File: src/lsu_macros.svh
`ifndef LSU_MACROS_SVH
`define LSU_MACROS_SVH

// data and address width
`define LSU_DATA_W 32

// backing store depth in words
`define LSU_RAM_WORDS 64

// direct mapped, one word per line
`define LSU_CACHE_LINES 8

// extra cycles a miss costs over a hit
`define LSU_REFILL_CYCLES 3

`endif

File: src/dcache_types.sv
`include "lsu_macros.svh"

package dcache_types;

    typedef enum logic [1:0] {
        C_IDLE,
        C_LOOKUP,
        C_REFILL,
        C_ACK
    } cache_state_e;

    // byte offset inside a word
    localparam int OFFSET_W = 2;
    localparam int INDEX_W = $clog2(`LSU_CACHE_LINES);
    localparam int WORD_ADDR_W = $clog2(`LSU_RAM_WORDS);
    // tag covers only the RAM word address, upper bits alias
    localparam int TAG_W = WORD_ADDR_W - INDEX_W;

endpackage

File: src/pipeline_types.sv
package pipeline_types;

    // load/store opcodes seen by the memory stage
    typedef enum logic [3:0] {
        ALU_NOP  = 4'd0,
        ALU_LDB  = 4'd1,
        ALU_LDBU = 4'd2,
        ALU_LDH  = 4'd3,
        ALU_LDHU = 4'd4,
        ALU_LDW  = 4'd5,
        ALU_LLW  = 4'd6,
        ALU_STB  = 4'd7,
        ALU_STH  = 4'd8,
        ALU_STW  = 4'd9,
        ALU_SCW  = 4'd10
    } aluop_e;

    // ALE split by access direction
    typedef enum logic [1:0] {
        EXC_NONE   = 2'd0,
        EXC_ALE    = 2'd1,
        EXC_ALE_ST = 2'd2
    } excp_cause_e;

endpackage
File: src/dcache.sv
`timescale 1ns/1ps
`include "lsu_macros.svh"

module dcache (
    input  logic                   clk,
    input  logic                   rst_i,
    input  logic                   req_i,
    input  logic [`LSU_DATA_W-1:0] addr_i,
    input  logic                   we_i,
    input  logic [3:0]             wstrb_i,
    input  logic [`LSU_DATA_W-1:0] wdata_i,
    output logic                   ack_o,
    output logic [`LSU_DATA_W-1:0] rdata_o
);
    import dcache_types::*;

    localparam int CNT_W = $clog2(`LSU_REFILL_CYCLES + 1);

    cache_state_e state_q;
    logic [CNT_W-1:0] cnt_q;

    logic [`LSU_CACHE_LINES-1:0] valid_q;
    logic [TAG_W-1:0]            tag_q  [`LSU_CACHE_LINES];
    logic [`LSU_DATA_W-1:0]      line_q [`LSU_CACHE_LINES];
    logic [`LSU_DATA_W-1:0]      ram_q  [`LSU_RAM_WORDS];

    logic [INDEX_W-1:0]     index;
    logic [TAG_W-1:0]       tag;
    logic [WORD_ADDR_W-1:0] word_addr;
    logic                   hit;
    logic                   store_go;
    logic                   refill_done;

    function automatic logic [`LSU_DATA_W-1:0] merge_bytes(
        input logic [`LSU_DATA_W-1:0] old_word,
        input logic [`LSU_DATA_W-1:0] new_word,
        input logic [3:0]             strb
    );
        logic [`LSU_DATA_W-1:0] res;
        res = old_word;
        for (int i = 0; i < 4; i++) begin
            if (strb[i]) begin
                res[i*8 +: 8] = new_word[i*8 +: 8];
            end
        end
        return res;
    endfunction

    // addr_i is held by the master for the whole request
    assign index = addr_i[OFFSET_W +: INDEX_W];
    assign tag = addr_i[OFFSET_W + INDEX_W +: TAG_W];
    assign word_addr = addr_i[OFFSET_W +: WORD_ADDR_W];
    assign hit = valid_q[index] && (tag_q[index] == tag);
    assign store_go = (state_q == C_LOOKUP) && we_i;
    assign refill_done = (state_q == C_REFILL) && (cnt_q == '0);

    always_ff @(posedge clk) begin
        if (rst_i) begin
            state_q <= C_IDLE;
            ack_o <= 1'b0;
            cnt_q <= '0;
            valid_q <= '0;
        end else begin
            case (state_q)
                C_IDLE: begin
                    if (req_i) begin
                        state_q <= C_LOOKUP;
                    end
                end
                C_LOOKUP: begin
                    // stores never allocate, they ack on hit timing
                    if (we_i || hit) begin
                        ack_o <= 1'b1;
                        state_q <= C_ACK;
                    end else begin
                        cnt_q <= CNT_W'(`LSU_REFILL_CYCLES - 1);
                        state_q <= C_REFILL;
                    end
                end
                C_REFILL: begin
                    if (cnt_q == '0) begin
                        valid_q[index] <= 1'b1;
                        ack_o <= 1'b1;
                        state_q <= C_ACK;
                    end else begin
                        cnt_q <= cnt_q - 1'b1;
                    end
                end
                C_ACK: begin
                    if (!req_i) begin
                        ack_o <= 1'b0;
                        state_q <= C_IDLE;
                    end
                end
                default: state_q <= C_IDLE;
            endcase
        end
    end

    // write-through backing store
    always_ff @(posedge clk) begin
        if (rst_i) begin
            for (int i = 0; i < `LSU_RAM_WORDS; i++) begin
                ram_q[i] <= '0;
            end
        end else if (store_go) begin
            ram_q[word_addr] <= merge_bytes(ram_q[word_addr], wdata_i, wstrb_i);
        end
    end

    always_ff @(posedge clk) begin
        if (store_go && hit) begin
            line_q[index] <= merge_bytes(line_q[index], wdata_i, wstrb_i);
        end else if (refill_done) begin
            line_q[index] <= ram_q[word_addr];
            tag_q[index] <= tag;
        end
        if ((state_q == C_LOOKUP) && !we_i && hit) begin
            rdata_o <= line_q[index];
        end else if (refill_done) begin
            rdata_o <= ram_q[word_addr];
        end
    end

    a_ack_needs_req: assert property (@(posedge clk) disable iff (rst_i)
        $rose(ack_o) |-> req_i);

endmodule

File: src/ex_agu.sv
`timescale 1ns/1ps
`include "lsu_macros.svh"

module ex_agu (
    input  logic                   clk,
    input  logic                   rst_i,
    input  logic                   op_valid_i,
    input  pipeline_types::aluop_e op_i,
    input  logic [`LSU_DATA_W-1:0] base_i,
    input  logic [`LSU_DATA_W-1:0] offset_i,
    input  logic [4:0]             rd_i,
    input  logic [`LSU_DATA_W-1:0] st_data_i,
    input  logic                   pause_i,
    output logic                   op_ready_o,
    output logic                   ex_valid_o,
    output pipeline_types::aluop_e ex_op_o,
    output logic [`LSU_DATA_W-1:0] ex_addr_o,
    output logic [4:0]             ex_rd_o,
    output logic [`LSU_DATA_W-1:0] ex_st_data_o
);
    import pipeline_types::*;

    logic [`LSU_DATA_W-1:0] eff_addr;

    assign eff_addr = base_i + offset_i;
    assign op_ready_o = !pause_i;

    always_ff @(posedge clk) begin
        if (rst_i) begin
            ex_valid_o <= 1'b0;
        end else if (!pause_i) begin
            ex_valid_o <= op_valid_i;
        end
    end

    // stage register, held while mem is busy
    always_ff @(posedge clk) begin
        if (!pause_i) begin
            ex_op_o <= op_valid_i ? op_i : ALU_NOP;
            ex_addr_o <= eff_addr;
            ex_rd_o <= rd_i;
            ex_st_data_o <= st_data_i;
        end
    end

    // mem only stalls after it has taken the operation held here
    a_pause_after_transfer: assert property (@(posedge clk) disable iff (rst_i)
        $rose(pause_i) |-> $past(ex_valid_o && !pause_i));

endmodule

File: src/lsu_top.sv
`timescale 1ns/1ps
`include "lsu_macros.svh"

module lsu_top (
    input  logic                        clk,
    input  logic                        rst_i,
    input  logic                        op_valid_i,
    input  pipeline_types::aluop_e      op_i,
    input  logic [`LSU_DATA_W-1:0]      base_i,
    input  logic [`LSU_DATA_W-1:0]      offset_i,
    input  logic [4:0]                  rd_i,
    input  logic [`LSU_DATA_W-1:0]      st_data_i,
    output logic                        op_ready_o,
    output logic                        wb_valid_o,
    output logic                        wb_we_o,
    output logic [4:0]                  wb_rd_o,
    output logic [`LSU_DATA_W-1:0]      wb_data_o,
    output logic                        excp_o,
    output pipeline_types::excp_cause_e excp_cause_o
);
    import pipeline_types::*;

    // ex_agu to mem
    logic                   ex_valid;
    aluop_e                 ex_op;
    logic [`LSU_DATA_W-1:0] ex_addr;
    logic [4:0]             ex_rd;
    logic [`LSU_DATA_W-1:0] ex_st_data;
    logic                   pause_mem;

    // mem to dcache
    logic                   dc_req;
    logic [`LSU_DATA_W-1:0] dc_addr;
    logic                   dc_we;
    logic [3:0]             dc_wstrb;
    logic [`LSU_DATA_W-1:0] dc_wdata;
    logic                   dc_ack;
    logic [`LSU_DATA_W-1:0] dc_rdata;

    ex_agu i_ex_agu (
        .clk          (clk),
        .rst_i        (rst_i),
        .op_valid_i   (op_valid_i),
        .op_i         (op_i),
        .base_i       (base_i),
        .offset_i     (offset_i),
        .rd_i         (rd_i),
        .st_data_i    (st_data_i),
        .pause_i      (pause_mem),
        .op_ready_o   (op_ready_o),
        .ex_valid_o   (ex_valid),
        .ex_op_o      (ex_op),
        .ex_addr_o    (ex_addr),
        .ex_rd_o      (ex_rd),
        .ex_st_data_o (ex_st_data)
    );

    mem i_mem (
        .clk          (clk),
        .rst_i        (rst_i),
        .ex_valid_i   (ex_valid),
        .ex_op_i      (ex_op),
        .ex_addr_i    (ex_addr),
        .ex_rd_i      (ex_rd),
        .ex_st_data_i (ex_st_data),
        .dc_ack_i     (dc_ack),
        .dc_rdata_i   (dc_rdata),
        .pause_o      (pause_mem),
        .dc_req_o     (dc_req),
        .dc_addr_o    (dc_addr),
        .dc_we_o      (dc_we),
        .dc_wstrb_o   (dc_wstrb),
        .dc_wdata_o   (dc_wdata),
        .wb_valid_o   (wb_valid_o),
        .wb_we_o      (wb_we_o),
        .wb_rd_o      (wb_rd_o),
        .wb_data_o    (wb_data_o),
        .excp_o       (excp_o),
        .excp_cause_o (excp_cause_o)
    );

    dcache i_dcache (
        .clk     (clk),
        .rst_i   (rst_i),
        .req_i   (dc_req),
        .addr_i  (dc_addr),
        .we_i    (dc_we),
        .wstrb_i (dc_wstrb),
        .wdata_i (dc_wdata),
        .ack_o   (dc_ack),
        .rdata_o (dc_rdata)
    );

endmodule

File: src/mem.sv
`timescale 1ns/1ps
`include "lsu_macros.svh"

module mem (
    input  logic                        clk,
    input  logic                        rst_i,
    input  logic                        ex_valid_i,
    input  pipeline_types::aluop_e      ex_op_i,
    input  logic [`LSU_DATA_W-1:0]      ex_addr_i,
    input  logic [4:0]                  ex_rd_i,
    input  logic [`LSU_DATA_W-1:0]      ex_st_data_i,
    input  logic                        dc_ack_i,
    input  logic [`LSU_DATA_W-1:0]      dc_rdata_i,
    output logic                        pause_o,
    output logic                        dc_req_o,
    output logic [`LSU_DATA_W-1:0]      dc_addr_o,
    output logic                        dc_we_o,
    output logic [3:0]                  dc_wstrb_o,
    output logic [`LSU_DATA_W-1:0]      dc_wdata_o,
    output logic                        wb_valid_o,
    output logic                        wb_we_o,
    output logic [4:0]                  wb_rd_o,
    output logic [`LSU_DATA_W-1:0]      wb_data_o,
    output logic                        excp_o,
    output pipeline_types::excp_cause_e excp_cause_o
);
    import pipeline_types::*;

    // M_WAIT parks an access until the previous ack has dropped
    typedef enum logic [1:0] {M_IDLE, M_WAIT, M_REQ} mem_state_e;

    mem_state_e             state_q;
    aluop_e                 op_q;
    logic [4:0]             rd_q;
    logic                   resv_valid_q;
    logic [`LSU_DATA_W-3:0] resv_addr_q;

    logic                   accept;
    logic                   ack_seen;
    logic                   is_load;
    logic                   is_store;
    logic                   misaligned;
    logic                   resv_hit;
    logic                   need_access;
    logic [3:0]             st_strb;
    logic [`LSU_DATA_W-1:0] st_data;
    logic [7:0]             ld_byte;
    logic [15:0]            ld_half;
    logic [`LSU_DATA_W-1:0] ld_data;

    assign pause_o = (state_q != M_IDLE);
    assign accept = ex_valid_i && !pause_o;
    assign dc_req_o = (state_q == M_REQ);
    assign ack_seen = dc_req_o && dc_ack_i;

    always_comb begin
        is_load = 1'b0;
        is_store = 1'b0;
        misaligned = 1'b0;
        st_strb = 4'b0000;
        st_data = ex_st_data_i;
        case (ex_op_i)
            ALU_LDB, ALU_LDBU: is_load = 1'b1;
            ALU_LDH, ALU_LDHU: begin
                is_load = 1'b1;
                misaligned = ex_addr_i[0];
            end
            ALU_LDW, ALU_LLW: begin
                is_load = 1'b1;
                misaligned = |ex_addr_i[1:0];
            end
            ALU_STB: begin
                is_store = 1'b1;
                st_strb = 4'b0001 << ex_addr_i[1:0];
                st_data = {4{ex_st_data_i[7:0]}};
            end
            ALU_STH: begin
                is_store = 1'b1;
                misaligned = ex_addr_i[0];
                st_strb = ex_addr_i[1] ? 4'b1100 : 4'b0011;
                st_data = {2{ex_st_data_i[15:0]}};
            end
            ALU_STW, ALU_SCW: begin
                is_store = 1'b1;
                misaligned = |ex_addr_i[1:0];
                st_strb = 4'b1111;
            end
            default: ;
        endcase
    end

    assign resv_hit = resv_valid_q && (resv_addr_q == ex_addr_i[`LSU_DATA_W-1:2]);
    // a failed sc.w completes without touching the cache
    assign need_access = !misaligned &&
                         (is_load || (is_store && ((ex_op_i != ALU_SCW) || resv_hit)));

    // lane select on the returned word
    assign ld_byte = dc_rdata_i[{dc_addr_o[1:0], 3'b000} +: 8];
    assign ld_half = dc_addr_o[1] ? dc_rdata_i[31:16] : dc_rdata_i[15:0];

    always_comb begin
        case (op_q)
            ALU_LDB:  ld_data = {{24{ld_byte[7]}}, ld_byte};
            ALU_LDBU: ld_data = {24'b0, ld_byte};
            ALU_LDH:  ld_data = {{16{ld_half[15]}}, ld_half};
            ALU_LDHU: ld_data = {16'b0, ld_half};
            ALU_SCW:  ld_data = `LSU_DATA_W'(1);
            default:  ld_data = dc_rdata_i;
        endcase
    end

    always_ff @(posedge clk) begin
        if (rst_i) begin
            state_q <= M_IDLE;
            resv_valid_q <= 1'b0;
            wb_valid_o <= 1'b0;
            wb_we_o <= 1'b0;
            excp_o <= 1'b0;
            excp_cause_o <= EXC_NONE;
        end else begin
            wb_valid_o <= 1'b0;
            wb_we_o <= 1'b0;
            excp_o <= 1'b0;
            excp_cause_o <= EXC_NONE;
            case (state_q)
                M_IDLE: begin
                    if (accept && need_access) begin
                        state_q <= dc_ack_i ? M_WAIT : M_REQ;
                    end
                end
                M_WAIT: begin
                    if (!dc_ack_i) begin
                        state_q <= M_REQ;
                    end
                end
                M_REQ: begin
                    if (ack_seen) begin
                        state_q <= M_IDLE;
                        wb_valid_o <= 1'b1;
                        wb_we_o <= !(op_q inside {ALU_STB, ALU_STH, ALU_STW});
                    end
                end
                default: state_q <= M_IDLE;
            endcase
            if (accept && !need_access) begin
                wb_valid_o <= 1'b1;
                wb_we_o <= (ex_op_i == ALU_SCW) && !misaligned;
                excp_o <= misaligned;
                excp_cause_o <= !misaligned ? EXC_NONE : (is_store ? EXC_ALE_ST : EXC_ALE);
            end
            // ll/sc reservation
            if (accept) begin
                if ((ex_op_i == ALU_LLW) && !misaligned) begin
                    resv_valid_q <= 1'b1;
                    resv_addr_q <= ex_addr_i[`LSU_DATA_W-1:2];
                end else if ((ex_op_i == ALU_SCW) || (is_store && !misaligned && resv_hit)) begin
                    resv_valid_q <= 1'b0;
                end
            end
        end
    end

    always_ff @(posedge clk) begin
        if (accept) begin
            op_q <= ex_op_i;
            rd_q <= ex_rd_i;
            dc_addr_o <= ex_addr_i;
            dc_we_o <= is_store;
            dc_wstrb_o <= st_strb;
            dc_wdata_o <= st_data;
        end
        if (ack_seen) begin
            wb_rd_o <= rd_q;
            wb_data_o <= ld_data;
        end else if (accept && !need_access) begin
            wb_rd_o <= ex_rd_i;
            wb_data_o <= '0;
        end
    end

    // a new request only starts once the previous ack is gone
    a_req_after_ack_low: assert property (@(posedge clk) disable iff (rst_i)
        $rose(dc_req_o) |-> !dc_ack_i);

    // the slave lets go of ack only after req has dropped
    a_ack_drops_after_req: assert property (@(posedge clk) disable iff (rst_i)
        $fell(dc_ack_i) |-> !dc_req_o);

endmodule

File: config.mk
export PLATFORM = sky130hd
export DESIGN_NAME = lsu_top
export DESIGN_NICKNAME = d
export VERILOG_FILES = /design/src/dcache_types.sv /design/src/pipeline_types.sv /design/src/dcache.sv /design/src/ex_agu.sv /design/src/lsu_top.sv /design/src/mem.sv
export VERILOG_INCLUDE_DIRS = /design/src
export SDC_FILE = /design/constraint.sdc
export NUM_CORES = 2
export LEC_CHECK = 0
export BUFFER_PORTS_ARGS = -buffer_cell sky130_fd_sc_hd__buf_2
export CAP_MARGIN = 5
export CORE_UTILIZATION = 55
export CTS_CLUSTER_SIZE = 28
export DETAILED_ROUTE_END_ITERATION = 10
export PLACE_DENSITY = 0.77
export SLEW_MARGIN = 20
export SYNTH_ARGS = -nofsm -noshare
export SYNTH_HDL_FRONTEND = slang
export SYNTH_SLANG_ARGS = --single-unit
export TNS_END_PERCENT = 50
File: constraint.sdc
create_clock -name clk -period 18.8 [get_ports clk]
set_input_delay 3.76 -clock clk [delete_from_list [all_inputs] [get_ports clk]]
set_output_delay 3.76 -clock clk [all_outputs]
set_load 0.05 [all_outputs]
==> impl_metrics.tcl <==
set metrics [dict create \
    grt_pass1_vias 66300 \
    dp_hpwl_um 178000 \
    synth_edf_count 2554 \
    pwr-share-clk_pct 31.5 \
    tightest_slew_ns 1.26 \
    clockBufferDepth 4 \
    die_area_um2 204000 \
    grt_max_degree 108 \
    drtPass1Iterations 8 \
    r2r-end "i_dcache.ram_q[57][13]" \
    crit_top_cell "buf_4" \
    timing.fmax_ghz 0.131 \
    drive_gt1_share_pct 20.2 \
    core_um2 200000 \
    fin_crit_sh_pct 40.7 \
    setup.worst_path.end_class "register" \
    rsz0062_at_grt "no" \
    rrSetupSlack_ns 11.14 \
    vias_per_cell 6.65 \
    worstHoldPathType "register to register" \
    synth_area_leader_cell "edfxtp_1" \
    synth_common_cells "edfxtp_1 (2554), nor2_1 (2147), mux4_2 (644)" \
    slew_violations 0 \
    htree_levels 5 \
    cts_hold_buffers 0 \
    ant_nets 0 \
    ios 151 \
    internal_power_uw 11000 \
    hold_viol 0 \
    status "finished clean" \
    yosysWarnings 0 \
    yosysMostFrequentCell "edfxtp_1" \
    pwr-share-seq_pct 42.6 \
    synth_cell_type_count 79 \
    crit_slowest_cell "dfxtp_4" \
    clk_pin_slew_ns 0.06 \
    setup-violations-final 0 \
    yosysSeqAreaShare_pct 69.3 \
    ys_seq_elements 2582 \
    cellLeakagePower_uw 0.0425 \
    finalWirelength_um 311000 \
    tns_ns 0 \
    synth_area_leaders "edfxtp_1 (69%), mux4_2 (13%), nor2_1 (7.2%), mux2i_1 (1.5%), clkbuf_1 (1.1%)" \
    drt_iter0_drc 10900 \
    crit_fanout 95 \
    clk_latency_ns 0.94 \
    clockRootBuffer "clkbuf_16" \
    synthToLayoutAreaGrowth_pct 9.97 \
    start_kind "register" \
    globalplace.congestion 0.935 \
    drc 0 \
    initial_core_util_pct 55.6 \
    fin_crit_ns 7.66 \
    grt_use_total_pct 30.3 \
    ff2ff_path_depth 12 \
    numCtsBuffers 276 \
    final_util_pct 61.1 \
    switching_share_pct 32.8 \
    synthesis.area_um2 111000 \
    critical_path_arrival_ns 8.29 \
    fillCellCount 13600 \
    async_reset_ff_share_pct 0 \
    hp-start "i_ex_agu.ex_rd_o[3]" \
    grt_pass1_wl_um 447000 \
    cp_top_family "buffers and inverters" \
    synth_top_area_share_pct 68.8 \
    maxSlewHeadroom_pct 15.6 \
    cp.required_ns 19.43 \
    route.detailed.wl_per_inst_um 30.9 \
    dpl_cell_area_um2 114000 \
    cts_resized 0 \
    die_w_um 452 \
    nets 7375 \
    synth_flop_cell "edfxtp_1" \
    final_area_um2 123000 \
    critPathKind "register to register" \
    gr-total-overflow 0 \
    comb_power_share_pct 25.9 \
    postCtsSetupRepairBufs 0 \
    avgSynthCellArea_um2 15.4 \
    crit_path_cell_trace "buf_12 > buf_12 > buf_4 > buf_4 > mux4_2 > mux4_2 > nor2b_1 > a211oi_2 > a22oi_1 > nand2_2 > buf_4 > nor2_1" \
    port_buffers 150 \
    cpPeakStageDelay_ns 0.77 \
    cp.depth 12 \
    maxCapViolations 0 \
    power_density_nw_per_um2 133 \
    std_cell_rows 164 \
    antenna_found_initial 12 \
    finClkSkew_ns 0.0674 \
    cts_tree "built" \
    netlist_instances 7256 \
    via_count 67000 \
    die_y_um 452 \
    peakVddDrop_uv 130 \
    holdWs_ns 0.465 \
    p_sw_uw 5340 \
    worstSetupEndpoint "i_dcache.ram_q[57][13]" \
    clkSinkCount 2582 \
    syn-num-nets 7402 \
    path_buf_inv 5 \
]
## stage by stage
stage	power [uW]	std cells	setup WS [ns]
after CTS	16200	10100	11.21
final	16300	10100	11.14
after detailed placement	11100	9606	10.95
after global routing	16600	10100	10.76
after global placement	11000	9606	10.85
after floorplan	9660	7256	10.82
## sequential cells by signal (all words and copies together) (netlist names), 2 cells and up, named ones only
signal,cells
i_mem.dc_wdata_o,32
i_ex_agu.ex_st_data_o,32
i_mem.rd_q,5
i_ex_agu.ex_rd_o,5
i_mem.op_q,4
i_mem.excp_cause_o,2
i_dcache.rdata_o,32
i_mem.dc_addr_o,8
i_dcache.valid_q,8
i_mem.resv_addr_q,30
i_dcache.cnt_q,2
i_dcache.tag_q,24
i_mem.state_q,2
i_ex_agu.ex_op_o,4
i_mem.wb_rd_o,5
i_mem.wb_data_o,32
i_dcache.line_q,256
i_dcache.state_q,2
i_dcache.ram_q,2048
i_mem.dc_wstrb_o,4
i_ex_agu.ex_addr_o,32
## cells by family (layout without fill, tap and decap cells)
family          Yosys count  in the layout  share of synthesized area (%)
simple gates           2575           2575                           9.02
xor+xnor                 55             55                          0.432
fa+ha+maj                38             38                          0.433
mux                     860            860                           15.0
other cells               0              4                              0
compound gates          451            451                           2.82
flops                  2582           2582                           69.3
buf+inv                 695            852                           2.97
## how the worst min path moves through the flow
stage | endpoint | cells past startpoint
after CTS | i_mem.rd_q[0] | 0
final | i_mem.rd_q[3] | 0
after global routing | i_mem.rd_q[3] | 0
after global placement | i_mem.rd_q[3] | 0
after floorplan | i_mem.op_q[2] | 0
after detailed placement | i_mem.rd_q[0] | 0
## cell usage in the layout (no fill, tap or decap), types with 39 or more instances in the layout
master	instances
a21o_1	43
a21oi_1	95
a22oi_1	39
buf_2	150
buf_4	201
clkbuf_1	53
clkbuf_16	285
clkinv_1	51
clkinv_2	41
edfxtp_1	2554
mux2_2	45
mux2i_1	171
mux4_2	644
nand2_1	258
nor2_1	2136
o21ai_0	66
o221ai_1	51
## power groups by stage
stage               clock network (uW)  registers [uW]  logic, uW
global placement                     0            7030       3980
CTS                               5150            6940       4080
floorplan                            0            6980       2680
detailed placement                   0            7050       4050
global route                      5360            6960       4300
finish                            5140            6940       4220
## cell type report
type	count	area (um^2)	share of cell area [%]
clock buffer	342	7390	6.03
sequential	2582	77300	63.0
inverter	33	124	0.101
multi-input combinational	3979	31100	25.4
clock inverter	120	933	0.762
antenna	4	10.0	0.00817
tap	2656	3320	2.71
timing repair buffer	357	2390	1.95
## per-layer routing
metal  up-vias  GRT usage, %  part of all wire (%)
li1      27000             -                     -
met5         -             0                 0.042
met3       967          9.57                    15
met4        20          16.9                   6.2
met1     33700          39.0                    33
met2      5312          46.0                    46
Note: power is estimated with default switching activity, not from simulation.
